[config.mk]
export PLATFORM = sky130hd
export DESIGN_NAME = err_inject_top
export DESIGN_NICKNAME = d
export VERILOG_FILES = /design/src/rtl/pcs_err_pkg.sv /design/src/rtl/err_inject_regs.sv /design/src/rtl/err_burst_sched.sv /design/src/rtl/sh_breaker.sv /design/src/rtl/payload_breaker.sv /design/src/rtl/err_inject_top.sv
export SDC_FILE = /design/constraint.sdc
export NUM_CORES = 1
export LEC_CHECK = 0
export BUFFER_PORTS_ARGS = -buffer_cell sky130_fd_sc_hd__buf_2
export CORE_MARGIN = 5
export CORE_UTILIZATION = 53
export DETAILED_ROUTE_END_ITERATION = 10
export PLACE_DENSITY_LB_ADDON = 0.12
export SYNTH_ARGS = -nofsm -noshare
export SYNTH_HDL_FRONTEND = slang
export SYNTH_SLANG_ARGS = --single-unit
[constraint.sdc]
create_clock -name i_clock -period 3.2 [get_ports i_clock]
set_input_delay 0.16 -clock i_clock [delete_from_list [all_inputs] [get_ports i_clock]]
set_output_delay 0.16 -clock i_clock [all_outputs]
set_load 0.005 [all_outputs]
[src/rtl/pcs_err_pkg.sv]
package pcs_err_pkg;

        // 64b/66b block layout, sync header in the top two bits
        localparam int NB_CODED_BLOCK = 66;
        localparam int NB_PAYLOAD     = 64;
        localparam int NB_SH          = 2;

        localparam logic [NB_SH-1:0] SH_DATA = 2'b01;
        localparam logic [NB_SH-1:0] SH_CTRL = 2'b10;

        // one-hot block selection modes
        localparam int N_MODES = 4;

        localparam logic [N_MODES-1:0] MODE_ALIN = 4'b0001;
        localparam logic [N_MODES-1:0] MODE_CTRL = 4'b0010;
        localparam logic [N_MODES-1:0] MODE_DATA = 4'b0100;
        localparam logic [N_MODES-1:0] MODE_ALL  = 4'b1000;

        // bit positions in the target field
        localparam int TGT_SH      = 0;
        localparam int TGT_PAYLOAD = 1;

        localparam int NB_BYTE       = 8;
        localparam int N_DATA_BYTES  = NB_PAYLOAD / NB_BYTE;
        localparam int NB_BLOCK_TYPE = 8;
        localparam int NB_CTRL_BODY  = NB_PAYLOAD - NB_BLOCK_TYPE;

        // control block, block type sits in the upper byte
        typedef struct packed
        {
                logic [NB_BLOCK_TYPE-1:0] block_type;
                logic [NB_CTRL_BODY-1:0]  body;
        } ctrl_view_t;

        // payload seen either as plain data or as a control block
        typedef union packed
        {
                logic [N_DATA_BYTES-1:0][NB_BYTE-1:0] bytes;
                ctrl_view_t                           ctrl;
        } payload_u;

endpackage

[src/rtl/err_inject_regs.sv]
`timescale 1ns/1ps

module err_inject_regs
#(
        parameter  MAX_ERR_BURST  = 200,
        parameter  MAX_ERR_PERIOD = 400,
        parameter  MAX_ERR_REPEAT = 100,
        localparam NB_BURST_CNT   = $clog2(MAX_ERR_BURST),
        localparam NB_PERIOD_CNT  = $clog2(MAX_ERR_PERIOD),
        localparam NB_REPEAT_CNT  = $clog2(MAX_ERR_REPEAT)
)
(
        input  logic                                i_clock,
        input  logic                                i_rst_n,
        input  logic                                i_rf_update,
        input  logic [pcs_err_pkg::N_MODES-1:0]     i_rf_mode,
        input  logic [1:0]                          i_rf_target,
        input  logic [pcs_err_pkg::NB_PAYLOAD-1:0]  i_rf_error_mask,
        input  logic [NB_BURST_CNT-1:0]             i_rf_error_burst,
        input  logic [NB_PERIOD_CNT-1:0]            i_rf_error_period,
        input  logic [NB_REPEAT_CNT-1:0]            i_rf_error_repeat,

        output logic [pcs_err_pkg::N_MODES-1:0]     o_mode,
        output logic [1:0]                          o_target,
        output logic [pcs_err_pkg::NB_PAYLOAD-1:0]  o_mask,
        output logic [NB_BURST_CNT-1:0]             o_burst,
        output logic [NB_PERIOD_CNT-1:0]            o_period,
        output logic [NB_REPEAT_CNT-1:0]            o_repeat,
        output logic                                o_restart
);

// whole set is loaded on one edge
always_ff @(posedge i_clock)
begin
        if (!i_rst_n)
        begin
                o_mode   <= '0;
                o_target <= '0;
                o_mask   <= '0;
                o_burst  <= '0;
                o_period <= '0;
                o_repeat <= '0;
        end
        else if (i_rf_update)
        begin
                o_mode   <= i_rf_mode;
                o_target <= i_rf_target;
                o_mask   <= i_rf_error_mask;
                o_burst  <= i_rf_error_burst;
                o_period <= i_rf_error_period;
                o_repeat <= i_rf_error_repeat;
        end
end

// one cycle pulse right after the load
always_ff @(posedge i_clock)
begin
        if (!i_rst_n)
        begin
                o_restart <= 1'b0;
        end
        else
        begin
                o_restart <= i_rf_update;
        end
end

endmodule

[src/rtl/err_burst_sched.sv]
`timescale 1ns/1ps

module err_burst_sched
#(
        parameter  MAX_ERR_BURST  = 200,
        parameter  MAX_ERR_PERIOD = 400,
        parameter  MAX_ERR_REPEAT = 100,
        localparam NB_BURST_CNT   = $clog2(MAX_ERR_BURST),
        localparam NB_PERIOD_CNT  = $clog2(MAX_ERR_PERIOD),
        localparam NB_REPEAT_CNT  = $clog2(MAX_ERR_REPEAT)
)
(
        input  logic                                    i_clock,
        input  logic                                    i_rst_n,
        input  logic                                    i_valid,
        input  logic                                    i_aligner_tag,
        input  logic [pcs_err_pkg::NB_CODED_BLOCK-1:0]  i_data,
        input  logic [pcs_err_pkg::N_MODES-1:0]         i_mode,
        input  logic [NB_BURST_CNT-1:0]                 i_burst,
        input  logic [NB_PERIOD_CNT-1:0]                i_period,
        input  logic [NB_REPEAT_CNT-1:0]                i_repeat,
        input  logic                                    i_restart,

        output logic                                    o_valid,
        output logic                                    o_aligner_tag,
        output logic [pcs_err_pkg::NB_CODED_BLOCK-1:0]  o_data,
        output logic                                    o_hit
);

localparam NB_CMP = (NB_PERIOD_CNT > NB_BURST_CNT) ? NB_PERIOD_CNT : NB_BURST_CNT;

logic [pcs_err_pkg::NB_SH-1:0]   sh;
logic [pcs_err_pkg::N_MODES-1:0] match;
logic                            eligible;
logic                            armed;
logic                            in_burst;
logic [NB_PERIOD_CNT-1:0]        period_cnt;
logic [NB_REPEAT_CNT-1:0]        repeat_cnt;
logic [NB_CMP-1:0]               idx_ext;
logic [NB_CMP-1:0]               burst_ext;

assign sh = i_data[pcs_err_pkg::NB_PAYLOAD +: pcs_err_pkg::NB_SH];

// mode bits this block would satisfy
assign match = (i_aligner_tag ? pcs_err_pkg::MODE_ALIN : '0)
             | ((sh == pcs_err_pkg::SH_CTRL) ? pcs_err_pkg::MODE_CTRL : '0)
             | ((sh == pcs_err_pkg::SH_DATA) ? pcs_err_pkg::MODE_DATA : '0)
             | pcs_err_pkg::MODE_ALL;

// blocks arriving with the restart pulse see neither old nor new schedule
assign eligible = i_valid && !i_restart && (|(i_mode & match));

// schedule still running: nonzero period and repeats left
assign armed = (i_period != '0) && (repeat_cnt < i_repeat);

assign idx_ext   = NB_CMP'(period_cnt);
assign burst_ext = NB_CMP'(i_burst);
assign in_burst  = idx_ext < burst_ext;

always_ff @(posedge i_clock)
begin
        if (!i_rst_n || i_restart)
        begin
                period_cnt <= '0;
                repeat_cnt <= '0;
        end
        else if (eligible && armed)
        begin
                if (period_cnt == i_period - 1'b1)
                begin
                        period_cnt <= '0;
                        repeat_cnt <= repeat_cnt + 1'b1;
                end
                else
                begin
                        period_cnt <= period_cnt + 1'b1;
                end
        end
end

always_ff @(posedge i_clock)
begin
        if (!i_rst_n)
        begin
                o_valid <= 1'b0;
                o_hit   <= 1'b0;
        end
        else
        begin
                o_valid <= i_valid;
                o_hit   <= eligible && armed && in_burst;
        end
end

always_ff @(posedge i_clock)
begin
        o_aligner_tag <= i_aligner_tag;
        o_data        <= i_data;
end

endmodule

[src/rtl/sh_breaker.sv]
`timescale 1ns/1ps

module sh_breaker
(
        input  logic                                    i_clock,
        input  logic                                    i_rst_n,
        input  logic                                    i_valid,
        input  logic                                    i_aligner_tag,
        input  logic [pcs_err_pkg::NB_CODED_BLOCK-1:0]  i_data,
        input  logic                                    i_hit,
        input  logic                                    i_sh_en,

        output logic                                    o_valid,
        output logic                                    o_aligner_tag,
        output logic [pcs_err_pkg::NB_CODED_BLOCK-1:0]  o_data,
        output logic                                    o_hit,
        output logic                                    o_corrupted
);

logic                          break_sh;
logic [pcs_err_pkg::NB_SH-1:0] sh_in;
logic [pcs_err_pkg::NB_SH-1:0] sh_out;

assign break_sh = i_hit && i_sh_en;
assign sh_in    = i_data[pcs_err_pkg::NB_PAYLOAD +: pcs_err_pkg::NB_SH];

// 01 -> 00, 10 -> 11; bit 1 keeps the original block kind
assign sh_out = break_sh ? {sh_in[1], ~sh_in[0]} : sh_in;

always_ff @(posedge i_clock)
begin
        if (!i_rst_n)
        begin
                o_valid     <= 1'b0;
                o_hit       <= 1'b0;
                o_corrupted <= 1'b0;
        end
        else
        begin
                o_valid     <= i_valid;
                o_hit       <= i_hit;
                o_corrupted <= break_sh;
        end
end

always_ff @(posedge i_clock)
begin
        o_aligner_tag <= i_aligner_tag;
        o_data        <= {sh_out, i_data[pcs_err_pkg::NB_PAYLOAD-1:0]};
end

endmodule

[src/rtl/payload_breaker.sv]
`timescale 1ns/1ps

module payload_breaker
(
        input  logic                                    i_clock,
        input  logic                                    i_rst_n,
        input  logic                                    i_valid,
        input  logic                                    i_aligner_tag,
        input  logic [pcs_err_pkg::NB_CODED_BLOCK-1:0]  i_data,
        input  logic                                    i_hit,
        input  logic                                    i_corrupted,
        input  logic                                    i_payload_en,
        input  logic [pcs_err_pkg::NB_PAYLOAD-1:0]      i_mask,

        output logic                                    o_valid,
        output logic                                    o_aligner_tag,
        output logic [pcs_err_pkg::NB_CODED_BLOCK-1:0]  o_data,
        output logic                                    o_err_hit
);

logic                          break_pl;
logic [pcs_err_pkg::NB_SH-1:0] sh_in;
logic [pcs_err_pkg::NB_SH-1:0] sh_orig;
pcs_err_pkg::payload_u         pl_in;
pcs_err_pkg::payload_u         pl_mask;
pcs_err_pkg::payload_u         pl_out;

assign break_pl = i_hit && i_payload_en;
assign sh_in    = i_data[pcs_err_pkg::NB_PAYLOAD +: pcs_err_pkg::NB_SH];
assign pl_in    = i_data[pcs_err_pkg::NB_PAYLOAD-1:0];
assign pl_mask  = i_mask;

// undo the previous stage's inversion to recover the block kind
assign sh_orig = i_corrupted ? {sh_in[1], ~sh_in[0]} : sh_in;

always_comb
begin
        pl_out = pl_in;
        if (break_pl)
        begin
                if (sh_orig == pcs_err_pkg::SH_DATA)
                begin
                        for (int i = 0; i < pcs_err_pkg::N_DATA_BYTES; i++)
                        begin
                                pl_out.bytes[i] = pl_in.bytes[i] ^ pl_mask.bytes[i];
                        end
                end
                else
                begin
                        // block type byte stays intact
                        pl_out.ctrl.body = pl_in.ctrl.body ^ pl_mask.ctrl.body;
                end
        end
end

always_ff @(posedge i_clock)
begin
        if (!i_rst_n)
        begin
                o_valid   <= 1'b0;
                o_err_hit <= 1'b0;
        end
        else
        begin
                o_valid   <= i_valid;
                o_err_hit <= i_corrupted || break_pl;
        end
end

always_ff @(posedge i_clock)
begin
        o_aligner_tag <= i_aligner_tag;
        o_data        <= {sh_in, pl_out};
end

endmodule

[src/rtl/err_inject_top.sv]
`timescale 1ns/1ps

module err_inject_top
#(
        parameter  MAX_ERR_BURST  = 200,
        parameter  MAX_ERR_PERIOD = 400,
        parameter  MAX_ERR_REPEAT = 100,
        localparam NB_BURST_CNT   = $clog2(MAX_ERR_BURST),
        localparam NB_PERIOD_CNT  = $clog2(MAX_ERR_PERIOD),
        localparam NB_REPEAT_CNT  = $clog2(MAX_ERR_REPEAT)
)
(
        input  logic                                    i_clock,
        input  logic                                    i_rst_n,
        input  logic                                    i_valid,
        input  logic                                    i_aligner_tag,
        input  logic [pcs_err_pkg::NB_CODED_BLOCK-1:0]  i_data,
        input  logic                                    i_rf_update,
        input  logic [pcs_err_pkg::N_MODES-1:0]         i_rf_mode,
        input  logic [1:0]                              i_rf_target,
        input  logic [pcs_err_pkg::NB_PAYLOAD-1:0]      i_rf_error_mask,
        input  logic [NB_BURST_CNT-1:0]                 i_rf_error_burst,
        input  logic [NB_PERIOD_CNT-1:0]                i_rf_error_period,
        input  logic [NB_REPEAT_CNT-1:0]                i_rf_error_repeat,

        output logic                                    o_valid,
        output logic                                    o_aligner_tag,
        output logic [pcs_err_pkg::NB_CODED_BLOCK-1:0]  o_data,
        output logic                                    o_err_hit
);

logic [pcs_err_pkg::N_MODES-1:0]        cfg_mode;
logic [1:0]                             cfg_target;
logic [pcs_err_pkg::NB_PAYLOAD-1:0]     cfg_mask;
logic [NB_BURST_CNT-1:0]                cfg_burst;
logic [NB_PERIOD_CNT-1:0]               cfg_period;
logic [NB_REPEAT_CNT-1:0]               cfg_repeat;
logic                                   restart;

logic                                   s1_valid;
logic                                   s1_tag;
logic [pcs_err_pkg::NB_CODED_BLOCK-1:0] s1_data;
logic                                   s1_hit;

logic                                   s2_valid;
logic                                   s2_tag;
logic [pcs_err_pkg::NB_CODED_BLOCK-1:0] s2_data;
logic                                   s2_hit;
logic                                   s2_corrupted;

err_inject_regs
#(
        .MAX_ERR_BURST  (MAX_ERR_BURST),
        .MAX_ERR_PERIOD (MAX_ERR_PERIOD),
        .MAX_ERR_REPEAT (MAX_ERR_REPEAT)
)
        u_err_inject_regs
        (
                .i_clock                (i_clock),
                .i_rst_n                (i_rst_n),
                .i_rf_update            (i_rf_update),
                .i_rf_mode              (i_rf_mode),
                .i_rf_target            (i_rf_target),
                .i_rf_error_mask        (i_rf_error_mask),
                .i_rf_error_burst       (i_rf_error_burst),
                .i_rf_error_period      (i_rf_error_period),
                .i_rf_error_repeat      (i_rf_error_repeat),
                .o_mode                 (cfg_mode),
                .o_target               (cfg_target),
                .o_mask                 (cfg_mask),
                .o_burst                (cfg_burst),
                .o_period               (cfg_period),
                .o_repeat               (cfg_repeat),
                .o_restart              (restart)
        );

err_burst_sched
#(
        .MAX_ERR_BURST  (MAX_ERR_BURST),
        .MAX_ERR_PERIOD (MAX_ERR_PERIOD),
        .MAX_ERR_REPEAT (MAX_ERR_REPEAT)
)
        u_err_burst_sched
        (
                .i_clock                (i_clock),
                .i_rst_n                (i_rst_n),
                .i_valid                (i_valid),
                .i_aligner_tag          (i_aligner_tag),
                .i_data                 (i_data),
                .i_mode                 (cfg_mode),
                .i_burst                (cfg_burst),
                .i_period               (cfg_period),
                .i_repeat               (cfg_repeat),
                .i_restart              (restart),
                .o_valid                (s1_valid),
                .o_aligner_tag          (s1_tag),
                .o_data                 (s1_data),
                .o_hit                  (s1_hit)
        );

sh_breaker
        u_sh_breaker
        (
                .i_clock                (i_clock),
                .i_rst_n                (i_rst_n),
                .i_valid                (s1_valid),
                .i_aligner_tag          (s1_tag),
                .i_data                 (s1_data),
                .i_hit                  (s1_hit),
                .i_sh_en                (cfg_target[pcs_err_pkg::TGT_SH]),
                .o_valid                (s2_valid),
                .o_aligner_tag          (s2_tag),
                .o_data                 (s2_data),
                .o_hit                  (s2_hit),
                .o_corrupted            (s2_corrupted)
        );

payload_breaker
        u_payload_breaker
        (
                .i_clock                (i_clock),
                .i_rst_n                (i_rst_n),
                .i_valid                (s2_valid),
                .i_aligner_tag          (s2_tag),
                .i_data                 (s2_data),
                .i_hit                  (s2_hit),
                .i_corrupted            (s2_corrupted),
                .i_payload_en           (cfg_target[pcs_err_pkg::TGT_PAYLOAD]),
                .i_mask                 (cfg_mask),
                .o_valid                (o_valid),
                .o_aligner_tag          (o_aligner_tag),
                .o_data                 (o_data),
                .o_err_hit              (o_err_hit)
        );

endmodule

==> impl_results.md, run 1 <==
- Most frequent cells in the layout: 319 x dfxtp_1, 232 x buf_2, 162 x dlygate4sd3_1
- Max-cap violations: 0
- CTS Buffer Depth: 3
- Wire length per cell: around 15 um
- DRT iter0 DRCs: around 160
- Die area: between 20,000 and 25,000 sq um
- Final count of hold timing violations: 0
- Vias per cell: between 4 and 5
- Power Internal: 0.00681 W
- Syn-to-layout area delta: 40.0%
- CTS tree: built
- Drc violations: 0
- First-pass GRT wire length: roughly 37,000 um
- Final Setup Violations: 0
- FILL cells: around 1,300
- Antenna Nets Post-Route: 0
- Final Power: ~0.0086 W
- Cell Area, Synth: 10,100 sq um
- Synthesized flop and latch total: 319
- CTS sink cnt: 319
- Initial antenna violation count: 3
- Measured slew at the worst slew-check pin: 826 ps
- Fin Setup TNS: 0 ps
- Delay-heaviest family, CP: compound AO/OA/AOI/OAI gates
- Proportion of synthesized chip area in sequential cells: 0.632
- Die Span Y: 148 um
- CP endpoint kind: flip-flop
- Worst R2R Start: u_err_inject_regs.o_period[0]
- Synthesized area per cell: 11.9 sq um
- Critical path required time: 3670 ps
- DRT Pass-1 Iters: 4
- Final WL: 23,300 um
- Total congestion overflow: 0
- P_leak: 6.18 nW
- Crit. Startpoint: u_err_inject_regs.o_period[0]
- Post-cts resize count: 0
- Hold Buf Count CTS: 162
- CTS root buf: clkbuf_16
- CP startpoint kind: flip-flop
- Setup Buffers After CTS: 0
- Worst clock skew: 12.1 ps
- Library cells used by synthesis: between 40 and 50
- Clock share of power: 0.430
- Ys flop type: dfxtp_1
- P per Cell Area: 610 nW/um^2
- Critical path type: flip-flop to flip-flop
- Min-delay worst type: primary input to flip-flop
- Post-synth ARST share: 0
- Gr usage total: 0.208
- Vias in the first global route: 7,443
- Setup repair after global routing missed its margin: false
- Hold Startpoint: i_rst_n
- Fin crit share: 0.798
- Via count: ~7,000
- Layout cells sized above 1: 0.235
- Core area: 18,800 sq um
- Post-Synthesis Cells: 847
- Tmin final: 2550 ps
- Seq pwr share: 0.495
- I/O pin total: 234
- CP cell instances: inv_1, ha_1, nor3b_4, a21oi_2, a311o_1, a221o_1, nor3_4, mux2i_1
- Post-synth EDFFs: 0
- Synth top area share: 0.632
- Post-synth top area cell: dfxtp_1
- Site Rows: 50
- Largest net degree at the start of global routing: 67
- Outcome: complete, no violations
- Num CTS Buffers: 30
- Fin util: 0.754
- Syn_nets: 1,028
- Final nets: 1,422
- CTS clk-pin slew, worst paths: 60 ps
- H-tree levels: 1
- Largest stage delay, worst path: 440 ps
- Commonest non-fill, non-tap cell in the layout: dfxtp_1
- Worst endpoint data arrival time: 3020 ps
- Slowest stage cell, crit path: a221o_1
- Peak VDD IR: 0.533 mV
- CP Buf/Inv Count: 1
- NetSw: between 0.0015 and 0.002 W
- Final Max Slew Viols: 0
- HPWL Detailed: 13,500 um
- Comb power frac: 0.075
- Fmax: 392 MHz
- Synth area leaders: dfxtp_1 63%, mux2i_1 10%, xnor2_1 6.3%, nor2b_1 5.9%, nand2_1 2.9%
- Synth warn: 0
- Starting Density: 0.539
- Max FO, Critical Path: 10
- Worst-Skew Late Latency: 540 ps
- Relative slew margins: 0.448
- Sw frac: 0.211
- Final GP Congestion: 0.833
- Die width: roughly 150 um
- Port-buffer cells: roughly 230
synth_stat cells, drive strengths merged (7+ instances only):
cell	count
nor2b	96
nand2b	8
dfxtp	319
mux2i	103
nand3	7
and2	9
nor2	7
nor3	12
clkbuf	24
xnor2	73
ha	16
nand2	79
inv	15
buf	12
xor2	9
nor4	7
logic make-up (layout without fill, tap and decap cells):
| logic type | count (synthesis) | count (layout) | share of synthesized area |
|---|---|---|---|
| flip-flops | 319 | 319 | 0.632 |
| AND/OR/NAND/NOR | 247 | 247 | 0.134 |
| multiplexers | 103 | 103 | 0.102 |
| XOR/XNOR | 82 | 82 | 0.0710 |
| buffers and inverters | 51 | 468 | 0.0204 |
| AO/OA/AOI/OAI | 29 | 29 | 0.0210 |
| adder cells (fa/ha/maj) | 16 | 16 | 0.0198 |
| other | 0 | 4 | 0 |
area by class of cell:
class,instances,area [sq um],area share
clock inverters,18,234,0.0165
repair buffers,398,2830,0.200
well taps,234,293,0.0207
multi-input cells,477,3520,0.249
flip-flops and latches,319,6390,0.451
inverters,15,56.3,0.00398
clock buffers,37,827,0.0584
diodes,4,10.0,0.000707
through the flow:
| stage | hold slack (ps) | std cells | instance area [sq um] | setup WS, ps |
|---|---|---|---|---|
| after global routing | 231 | 1501 | 14200 | 425 |
| after CTS | 197 | 1498 | 14100 | 639 |
| after global placement | 263 | 1281 | 11500 | 754 |
| after floorplan | 188 | 847 | 10100 | 883 |
| final | 209 | 1502 | 14200 | 646 |
| after detailed placement | 264 | 1281 | 11500 | 676 |
final timing paths:
check,end,slack [ps],cells after the start
max,u_err_burst_sched.repeat_cnt[1],650,8
min,u_err_inject_regs.o_mode[2],210,2
min reg2reg,u_sh_breaker.o_data[54],330,0
max reg2reg,u_err_burst_sched.repeat_cnt[1],650,8
state kept, by name, summed over array words and instances (netlist names):
register and count:
u_err_burst_sched.idx_ext 9, u_err_burst_sched.o_aligner_tag 1, u_err_burst_sched.o_data 66, u_err_burst_sched.o_hit 1
u_err_burst_sched.o_valid 1, u_err_burst_sched.repeat_cnt 7, u_err_inject_regs.o_burst 8, u_err_inject_regs.o_mask 64
u_err_inject_regs.o_mode 4, u_err_inject_regs.o_period 9, u_err_inject_regs.o_repeat 7, u_err_inject_regs.o_restart 1
u_err_inject_regs.o_target 2, u_payload_breaker.o_aligner_tag 1, u_payload_breaker.o_data 66, u_payload_breaker.o_err_hit 1
u_payload_breaker.o_valid 1, u_sh_breaker.o_aligner_tag 1, u_sh_breaker.o_corrupted 1, u_sh_breaker.o_data 66
u_sh_breaker.o_hit 1, u_sh_breaker.o_valid 1
metal layers:
layer,GRT usage,part of all wire
met4,0.0656,0.028
met2,0.379,0.51
met5,0,0
met1,0.244,0.41
met3,0.0454,0.051
power groups by stage:
stage               clock, W  sequential [W]  combinational, W
floorplan                  0         0.00434          0.000283
CTS                  0.00377         0.00427          0.000642
global route         0.00395         0.00429          0.000715
finish               0.00371         0.00427          0.000651
global placement           0         0.00435          0.000473
detailed placement         0         0.00435          0.000479
(Power assumes the default switching activity.)
==> run 2: changes to the inputs <==
--- a/config.mk
+++ b/config.mk
@@ -5,6 +5,7 @@
 export SDC_FILE = /design/constraint.sdc
 export NUM_CORES = 1
 export LEC_CHECK = 0
+export ABC_AREA = 1
 export BUFFER_PORTS_ARGS = -buffer_cell sky130_fd_sc_hd__buf_2
 export CORE_MARGIN = 5
 export CORE_UTILIZATION = 53
==> constraint.sdc (replaced) <==
create_clock -name i_clock -period 2.6 [get_ports i_clock]
set_input_delay 0.13 -clock i_clock [delete_from_list [all_inputs] [get_ports i_clock]]
set_output_delay 0.13 -clock i_clock [all_outputs]
set_load 0.005 [all_outputs]
==> run 2 against run 1 <==
  * Combinational power grew 30%
  * Sequential share of layout area grew 0.34 points
  * Non-clock buffer count grew 3
  * Flip-flop and latch count is the same
  * Clock skew shrank 4.2 ps
  * Die area shrank 1.1%
  * Critical path depth grew 3
  * Area after synthesis shrank 1.2%
  * Count of clock-buffer cells in the layout grew 5
==> impl_results.md, run 2 <==
- Final count of hold timing violations: 0 (unchanged)
- Worst endpoint data arrival time: 2460 ps (was 3020 ps)
- Drc violations: 0 (unchanged)
- Design area: 14,000 sq um (was 14,200 sq um)
- Initial antenna violation count: 4 (was 3)
- Synth area leaders: dfxtp_1 64%, nor2_1 6.9%, xnor2_1 5.9%, nand2_1 5.5%, o21ai_0 4.5% (was dfxtp_1 63%, mux2i_1 10%, xnor2_1 6.3%, nor2b_1 5.9%, nand2_1 2.9%)
- Setup Buffers After CTS: 0 (unchanged)
- Fin crit share: 0.774 (was 0.798)
- CTS clk-pin slew, worst paths: 70 ps (was 60 ps)
- Relative slew margins: 0.466 (was 0.448)
- Layout cells sized above 1: 0.219 (was 0.235)
- Ys flop type: dfxtp_1 (unchanged)
- Commonest cells in the synthesized netlist: 319 x dfxtp_1, 184 x nor2_1, 146 x nand2_1 (was 319 x dfxtp_1, 103 x mux2i_1, 96 x nor2b_1)
- Outcome: complete, no violations (unchanged)
- Port-buffer cells: 233 (unchanged)
- Synth top area share: 0.639 (was 0.632)
- Slowest stage cell, crit path: dfxtp_1 (was a221o_1)
- Proportion of synthesized chip area in sequential cells: 0.639 (was 0.632)
- Post-synth top area cell: dfxtp_1 (unchanged)
- Core area: 18,600 sq um (was 18,800 sq um)
- DRT Pass-1 Iters: 5 (was 4)
- CTS tree: built (unchanged)
- Die width: 147 um (was 148 um)
- Setup repair after global routing missed its margin: false (unchanged)
- Critical path required time: 3050 ps (was 3670 ps)
- HPWL Detailed: 14,800 um (was 13,500 um)
- Largest net degree at the start of global routing: 100 (was 67)
- Num CTS Buffers: 31 (was 30)
- H-tree levels: 1 (unchanged)
- Top flop regs: u_err_burst_sched.o_data x66, u_payload_breaker.o_data x66, u_sh_breaker.o_data x66 (unchanged)
- CTS Buffer Depth: 3 (unchanged)
- Cell Area, Synth: 9990 sq um (was 10,100 sq um)
- First-pass GRT wire length: 40,700 um (was 37,400 um)
- Fmax: 497 MHz (was 392 MHz)
- CTS sink cnt: 319 (unchanged)
- Final nets: 1,614 (was 1,422)
- Wire length per cell: 14.9 um (was 15.5 um)
- Vias in the first global route: 8,350 (was 7,443)
- Tmin final: 2010 ps (was 2550 ps)
- CP cell instances: inv_1, ha_1, nand2_1, inv_1, a21oi_1, nand3_4, nor2_8, nand2_1, nor2_1, xor2_1, nor2_1 (was inv_1, ha_1, nor3b_4, a21oi_2, a311o_1, a221o_1, nor3_4, mux2i_1)
- P per Cell Area: 759 nW/um^2 (was 610 nW/um^2)
- Site Rows: 50 (unchanged)
- Gr usage total: 0.228 (was 0.208)
- Total congestion overflow: 0 (unchanged)
- Delay-heaviest family, CP: simple AND/OR/NAND/NOR gates (was compound AO/OA/AOI/OAI gates)
- CP endpoint kind: flip-flop (unchanged)
- Critical path type: flip-flop to flip-flop (unchanged)
- Final Max Slew Viols: 0 (unchanged)
- Synthesized area per cell: 9.63 sq um (was 11.9 sq um)
- Worst clock skew: 7.84 ps (was 12.1 ps)
- Max-cap violations: 0 (unchanged)
- Min-delay worst type: primary input to flip-flop (unchanged)
- I/O pin total: 234 (unchanged)
- Synthesized flop and latch total: 319 (unchanged)
- Final Setup Violations: 0 (unchanged)
- Post-synth EDFFs: 0 (unchanged)
- Max FO, Critical Path: 13 (was 10)
- Post-cts resize count: 0 (unchanged)
- DRT iter0 DRCs: 407 (was 159)
- P_leak: 6.30 nW (was 6.18 nW)
- Fin Setup TNS: 0 ps (unchanged)
- CP startpoint kind: flip-flop (unchanged)
- Synth warn: 0 (unchanged)
- Worst-Skew Late Latency: 550 ps (was 540 ps)
- Post-synth ARST share: 0 (unchanged)
- Die Span Y: 147 um (was 148 um)
- Final GP Congestion: 0.903 (was 0.833)
- CTS root buf: clkbuf_16 (unchanged)
- Syn_nets: 1,218 (was 1,028)
- Most frequent cell after synthesis: dfxtp_1 (unchanged)
- Via count: 8,060 (was 7,047)
- Commonest non-fill, non-tap cell in the layout: dfxtp_1 (unchanged)
- Vias per cell: 4.76 (was 4.69)
- Library cells used by synthesis: 33 (was 43)
- Measured slew at the worst slew-check pin: 780 ps (was 826 ps)
- Final WL: 25,300 um (was 23,300 um)
- Peak VDD IR: 0.670 mV (was 0.533 mV)
- Largest stage delay, worst path: 310 ps (was 440 ps)
- Die area: 21,700 sq um (was 21,900 sq um)
- Most frequent cells in the layout: 319 x dfxtp_1, 233 x buf_2, 184 x nor2_1 (was 319 x dfxtp_1, 232 x buf_2, 162 x dlygate4sd3_1)
- Syn-to-layout area delta: 40.7% (was 40.0%)
- CP Buf/Inv Count: 2 (was 1)
- Post-Synthesis Cells: 1,037 (was 847)
- Antenna Nets Post-Route: 0 (unchanged)
- Starting Density: 0.536 (was 0.539)
- Area after DPL: 11,400 sq um (was 11,500 sq um)
## run 2: area by class of cell
type / instances / area [sq um]
well taps: 234 / 293
repair buffers: 401 / 2860
fillers: 1272 / 4590
clock inverters: 15 / 176
diodes: 3 / 7.51
flip-flops and latches: 319 / 6390
clock buffers: 42 / 877
multi-input cells: 617 / 3210
inverters: 63 / 238
## run 2: what timing repair did
action	4_1_cts	5_1_grt
hold buffers	163	0
hold endpoints to repair	165	0
endpoints found under the setup margin	0	0
## run 2: worst paths after layout
path / slack [ps] / start / endpoint / cells after the start
worst min register to register: 330 / u_err_burst_sched.o_data[7] / u_sh_breaker.o_data[7] / 0
worst max register to register: 590 / u_err_inject_regs.o_repeat[6] / u_err_burst_sched.idx_ext[6] / 11
worst min-delay path: 200 / i_data[11] / u_err_burst_sched.o_data[11] / 2
worst max-delay path: 590 / u_err_inject_regs.o_repeat[6] / u_err_burst_sched.idx_ext[6] / 11
## run 2: worst register-to-register path: stages (launching register included)
cell and delay (ps):
dfxtp_1 310, inv_1 50, ha_1 310, nand2_1 90, inv_1 40, a21oi_1 250
nand3_4 130, nor2_8 230, nand2_1 150, nor2_1 150, xor2_1 160, nor2_1 50
## run 2: stage by stage
stage / cells / util / setup slack (ps) / hold slack, ps / total power [W]
final: 1694 / 0.754 / 587 / 202 / 0.0107
after global routing: 1694 / 0.754 / 391 / 183 / 0.0111
after CTS: 1691 / 0.753 / 579 / 176 / 0.0107
after detailed placement: 1471 / 0.609 / 619 / 234 / 0.00602
after global placement: 1471 / 0.609 / 656 / 232 / 0.00600
after floorplan: 1037 / - / 889 / 158 / 0.00572
## run 2: logic make-up (layout without fill, tap and decap cells)
group,after synthesis,count (layout),share of synthesized area
AOI/OAI and AO/OA,137,137,0.0701
DFF,319,319,0.639
buffers and inverters,101,521,0.0391
other,0,3,0
adders and majority gates,16,16,0.0200
and+or+nand+nor,392,392,0.168
xor gates and xnor gates,72,72,0.0631
## run 2: routing by layer
layer | wire length (um) | up-vias | global-route usage
met5 | 13 | - | 0
met4 | 870 | 2 | 0.0797
met3 | 1540 | 72 | 0.0506
met2 | 12600 | 261 | 0.406
met1 | 10300 | 3660 | 0.271
li1 | - | 4065 | -
## run 2: power by group
group	internal [W]	switching [W]	leakage (nW)
sequential	0.00516	0.000112	2.67
combinational	0.000441	0.000405	3.11
clock	0.00267	0.00187	0.516
==> run 3: changes to the inputs <==
--- a/config.mk
+++ b/config.mk
@@ -8,7 +8,7 @@
 export ABC_AREA = 1
 export BUFFER_PORTS_ARGS = -buffer_cell sky130_fd_sc_hd__buf_2
 export CORE_MARGIN = 5
-export CORE_UTILIZATION = 53
+export CORE_UTILIZATION = 48
 export DETAILED_ROUTE_END_ITERATION = 10
 export PLACE_DENSITY_LB_ADDON = 0.12
 export SYNTH_ARGS = -nofsm -noshare
==> constraint.sdc (replaced) <==
create_clock -name i_clock -period 1.7 [get_ports i_clock]
set_input_delay 0.085 -clock i_clock [delete_from_list [all_inputs] [get_ports i_clock]]
set_output_delay 0.085 -clock i_clock [all_outputs]
set_load 0.005 [all_outputs]
==> run 3 against run 2 <==
  * The flow now finishes with violations (setup timing)
  * Register-to-register slack got worse by 650 ps
  * Core utilization fell by 3.9 points
  * Sequential power rose by 53%
  * Power rose by 55%
  * Cell count rose by 3.6%
  * Highest routed layer unchanged
  * Die area rose by 9.7%
==> impl_results.md, run 3 (synthesis results as in run 2) <==
- Final WL: 25,400 um (was 25,300 um)
- Critical path type: flip-flop to flip-flop (unchanged)
- Cell mode on critical path: nand2_1
- Worst endpoint data arrival time: 2190 ps (was 2460 ps)
- Die area: 23,800 sq um (was 21,700 sq um)
- Site Rows: 52 (was 50)
- Delay-heaviest family, CP: simple AND/OR/NAND/NOR gates (unchanged)
- Final Power: 0.0165 W (was 0.0107 W)
- Fin crit share: 1.04 (was 0.774)
- P per Cell Area: 1140 nW/um^2 (was 759 nW/um^2)
- Commonest non-fill, non-tap cell in the layout: dfxtp_1 (unchanged)
- Layout cells sized above 1: 0.263 (was 0.219)
- Fin Setup TNS: -362 ps (was 0 ps)
- Worst R2R Start: u_err_inject_regs.o_repeat[2] (was u_err_inject_regs.o_repeat[6])
- Outcome: finished, violations left (was complete, no violations)
- Top flop regs: u_err_burst_sched.o_data x66, u_payload_breaker.o_data x66, u_sh_breaker.o_data x66 (unchanged)
- HPWL Detailed: 15,200 um (was 14,800 um)
- Worst clock skew: 8.36 ps (was 7.84 ps)
- Tmin final: 1760 ps (was 2010 ps)
- Vias per cell: 4.67 (was 4.76)
- Reg2reg path depth: 11 (unchanged)
- Crit. Startpoint: u_err_inject_regs.o_repeat[2] (was u_err_inject_regs.o_repeat[6])
- Total congestion overflow: 0 (unchanged)
- Die width: 154 um (was 147 um)
- Final nets: 1,639 (was 1,614)
- CTS sink cnt: 319 (unchanged)
- Final Setup Violations: 9 (was 0)
- Syn-to-layout area delta: 45.6% (was 40.7%)
- Hold Path Stages: 4 (was 2)
- Final GP Congestion: 0.889 (was 0.903)
- Vias in the first global route: 8,408 (was 8,350)
- Num CTS Buffers: 31 (unchanged)
- Final count of hold timing violations: 0 (unchanged)
- Final Max Slew Viols: 0 (unchanged)
- Largest net degree at the start of global routing: 78 (was 100)
- Largest stage delay, worst path: 320 ps (was 310 ps)
- Min-delay worst type: primary input to flip-flop (unchanged)
- Peak VDD IR: 0.858 mV (was 0.670 mV)
- CP startpoint kind: flip-flop (unchanged)
- Drc violations: 0 (unchanged)
- Antenna Nets Post-Route: 0 (unchanged)
- P_leak: 6.50 nW (was 6.30 nW)
- Setup repair after global routing missed its margin: true (was false)
- First-pass GRT wire length: 40,800 um (was 40,700 um)
- Port-buffer cells: 233 (unchanged)
- Hold Startpoint: i_rf_update (was i_data[11])
- Most frequent cells in the layout: 309 x dfxtp_1, 233 x buf_2, 178 x nor2_1 (was 319 x dfxtp_1, 233 x buf_2, 184 x nor2_1)
- Wire length per cell: 14.5 um (was 14.9 um)
- Core area: 20,400 sq um (was 18,600 sq um)
- Gr usage total: 0.207 (was 0.228)
- Final worst setup slack: -61.0 ps (was 587 ps)
- DRT Pass-1 Iters: 5 (unchanged)
- Critical path required time: 2130 ps (was 3050 ps)
- Max-cap violations: 0 (unchanged)
- Die Span Y: 154 um (was 147 um)
- Initial antenna violation count: 5 (was 4)
- CTS clk-pin slew, worst paths: 60 ps (was 70 ps)
- Slowest stage cell, crit path: dfxtp_2 (was dfxtp_1)
- Worst-Skew Late Latency: 550 ps (about the same)
- Starting Density: 0.490 (was 0.536)
- Fmax: 568 MHz (was 497 MHz)
- Max FO, Critical Path: 7 (was 13)
- I/O pin total: 234 (unchanged)
- CP Depth: 11 (unchanged)
- CTS tree: built (unchanged)
- Via count: 8,191 (was 8,060)
- CP Buf/Inv Count: 2 (unchanged)
- CP cell instances: inv_2, ha_4, a21oi_2, nand2_1, nand2_2, nand3_4, nor2_8, buf_6, nand4_4, nand2_1, a21oi_1 (was inv_1, ha_1, nand2_1, inv_1, a21oi_1, nand3_4, nor2_8, nand2_1, nor2_1, xor2_1, nor2_1)
- CP endpoint kind: flip-flop (unchanged)
- CTS Buffer Depth: 3 (unchanged)
- Failing checks: setup timing
- Relative slew margins: 0.708 (was 0.466)
- H-tree levels: 1 (unchanged)
- DRT iter0 DRCs: 364 (was 407)
- Measured slew at the worst slew-check pin: 437 ps (was 780 ps)
- CTS root buf: clkbuf_16 (unchanged)
run 3: routing by layer:
metal	wire, um	vias up	track usage
li1	-	4115	-
met1	10400	3749	0.245
met2	12500	250	0.363
met3	1540	75	0.0478
met4	1020	2	0.0812
met5	7	-	0
run 3: metrics by stage:
step	hold slack (ps)	utilization	instance area (sq um)	cells	setup slack, ps
2_1_floorplan	113	-	9990	1037	13.1
3_3_place_gp	187	0.570	11600	1528	-92.9
3_5_place_dp	189	0.570	11600	1528	-166
4_1_cts	45.5	0.709	14400	1750	-62.0
5_1_grt	78.5	0.714	14500	1755	-199
6_report	64.4	0.714	14500	1755	-61.0
run 3: layout make-up:
class	count	area [sq um]
diodes	4	10.0
clock buffers	43	891
clock inverters	13	186
fillers	1502	5820
inverters	63	238
multi-input cells	617	3380
flip-flops and latches	319	6400
well taps	270	338
repair buffers	426	3100
run 3: timing repair:
action / 4_1_cts / 5_1_grt
hold endpoints to repair: 165 / 0
endpoints found under the setup margin: 17 / 17
hold buffers: 163 / 0
gates resized for setup: 29 / 24
pin swaps: 24 / 26
buffers inserted: 3 / 1
run 3: power breakdown:
part           leakage (nW)  internal, W  switching, W
logic                  3.28     0.000737      0.000650
clock network         0.538      0.00427       0.00279
registers              2.68      0.00790      0.000167
total                  6.50       0.0129       0.00361
run 3: worst register-to-register path: stages, from the launching register on:
cell,delay (ps)
dfxtp_2,320
inv_2,70
ha_4,210
a21oi_2,140
nand2_1,80
nand2_2,80
nand3_4,100
nor2_8,180
buf_6,160
nand4_4,140
nand2_1,100
a21oi_1,60
run 3: worst paths after layout:
check | end | slack [ps]
setup reg to reg | u_err_burst_sched.repeat_cnt[3] | -60
hold / removal | u_err_inject_regs.o_restart | 60
setup / recovery | u_err_burst_sched.repeat_cnt[3] | -60
hold reg to reg | u_sh_breaker.o_data[25] | 320
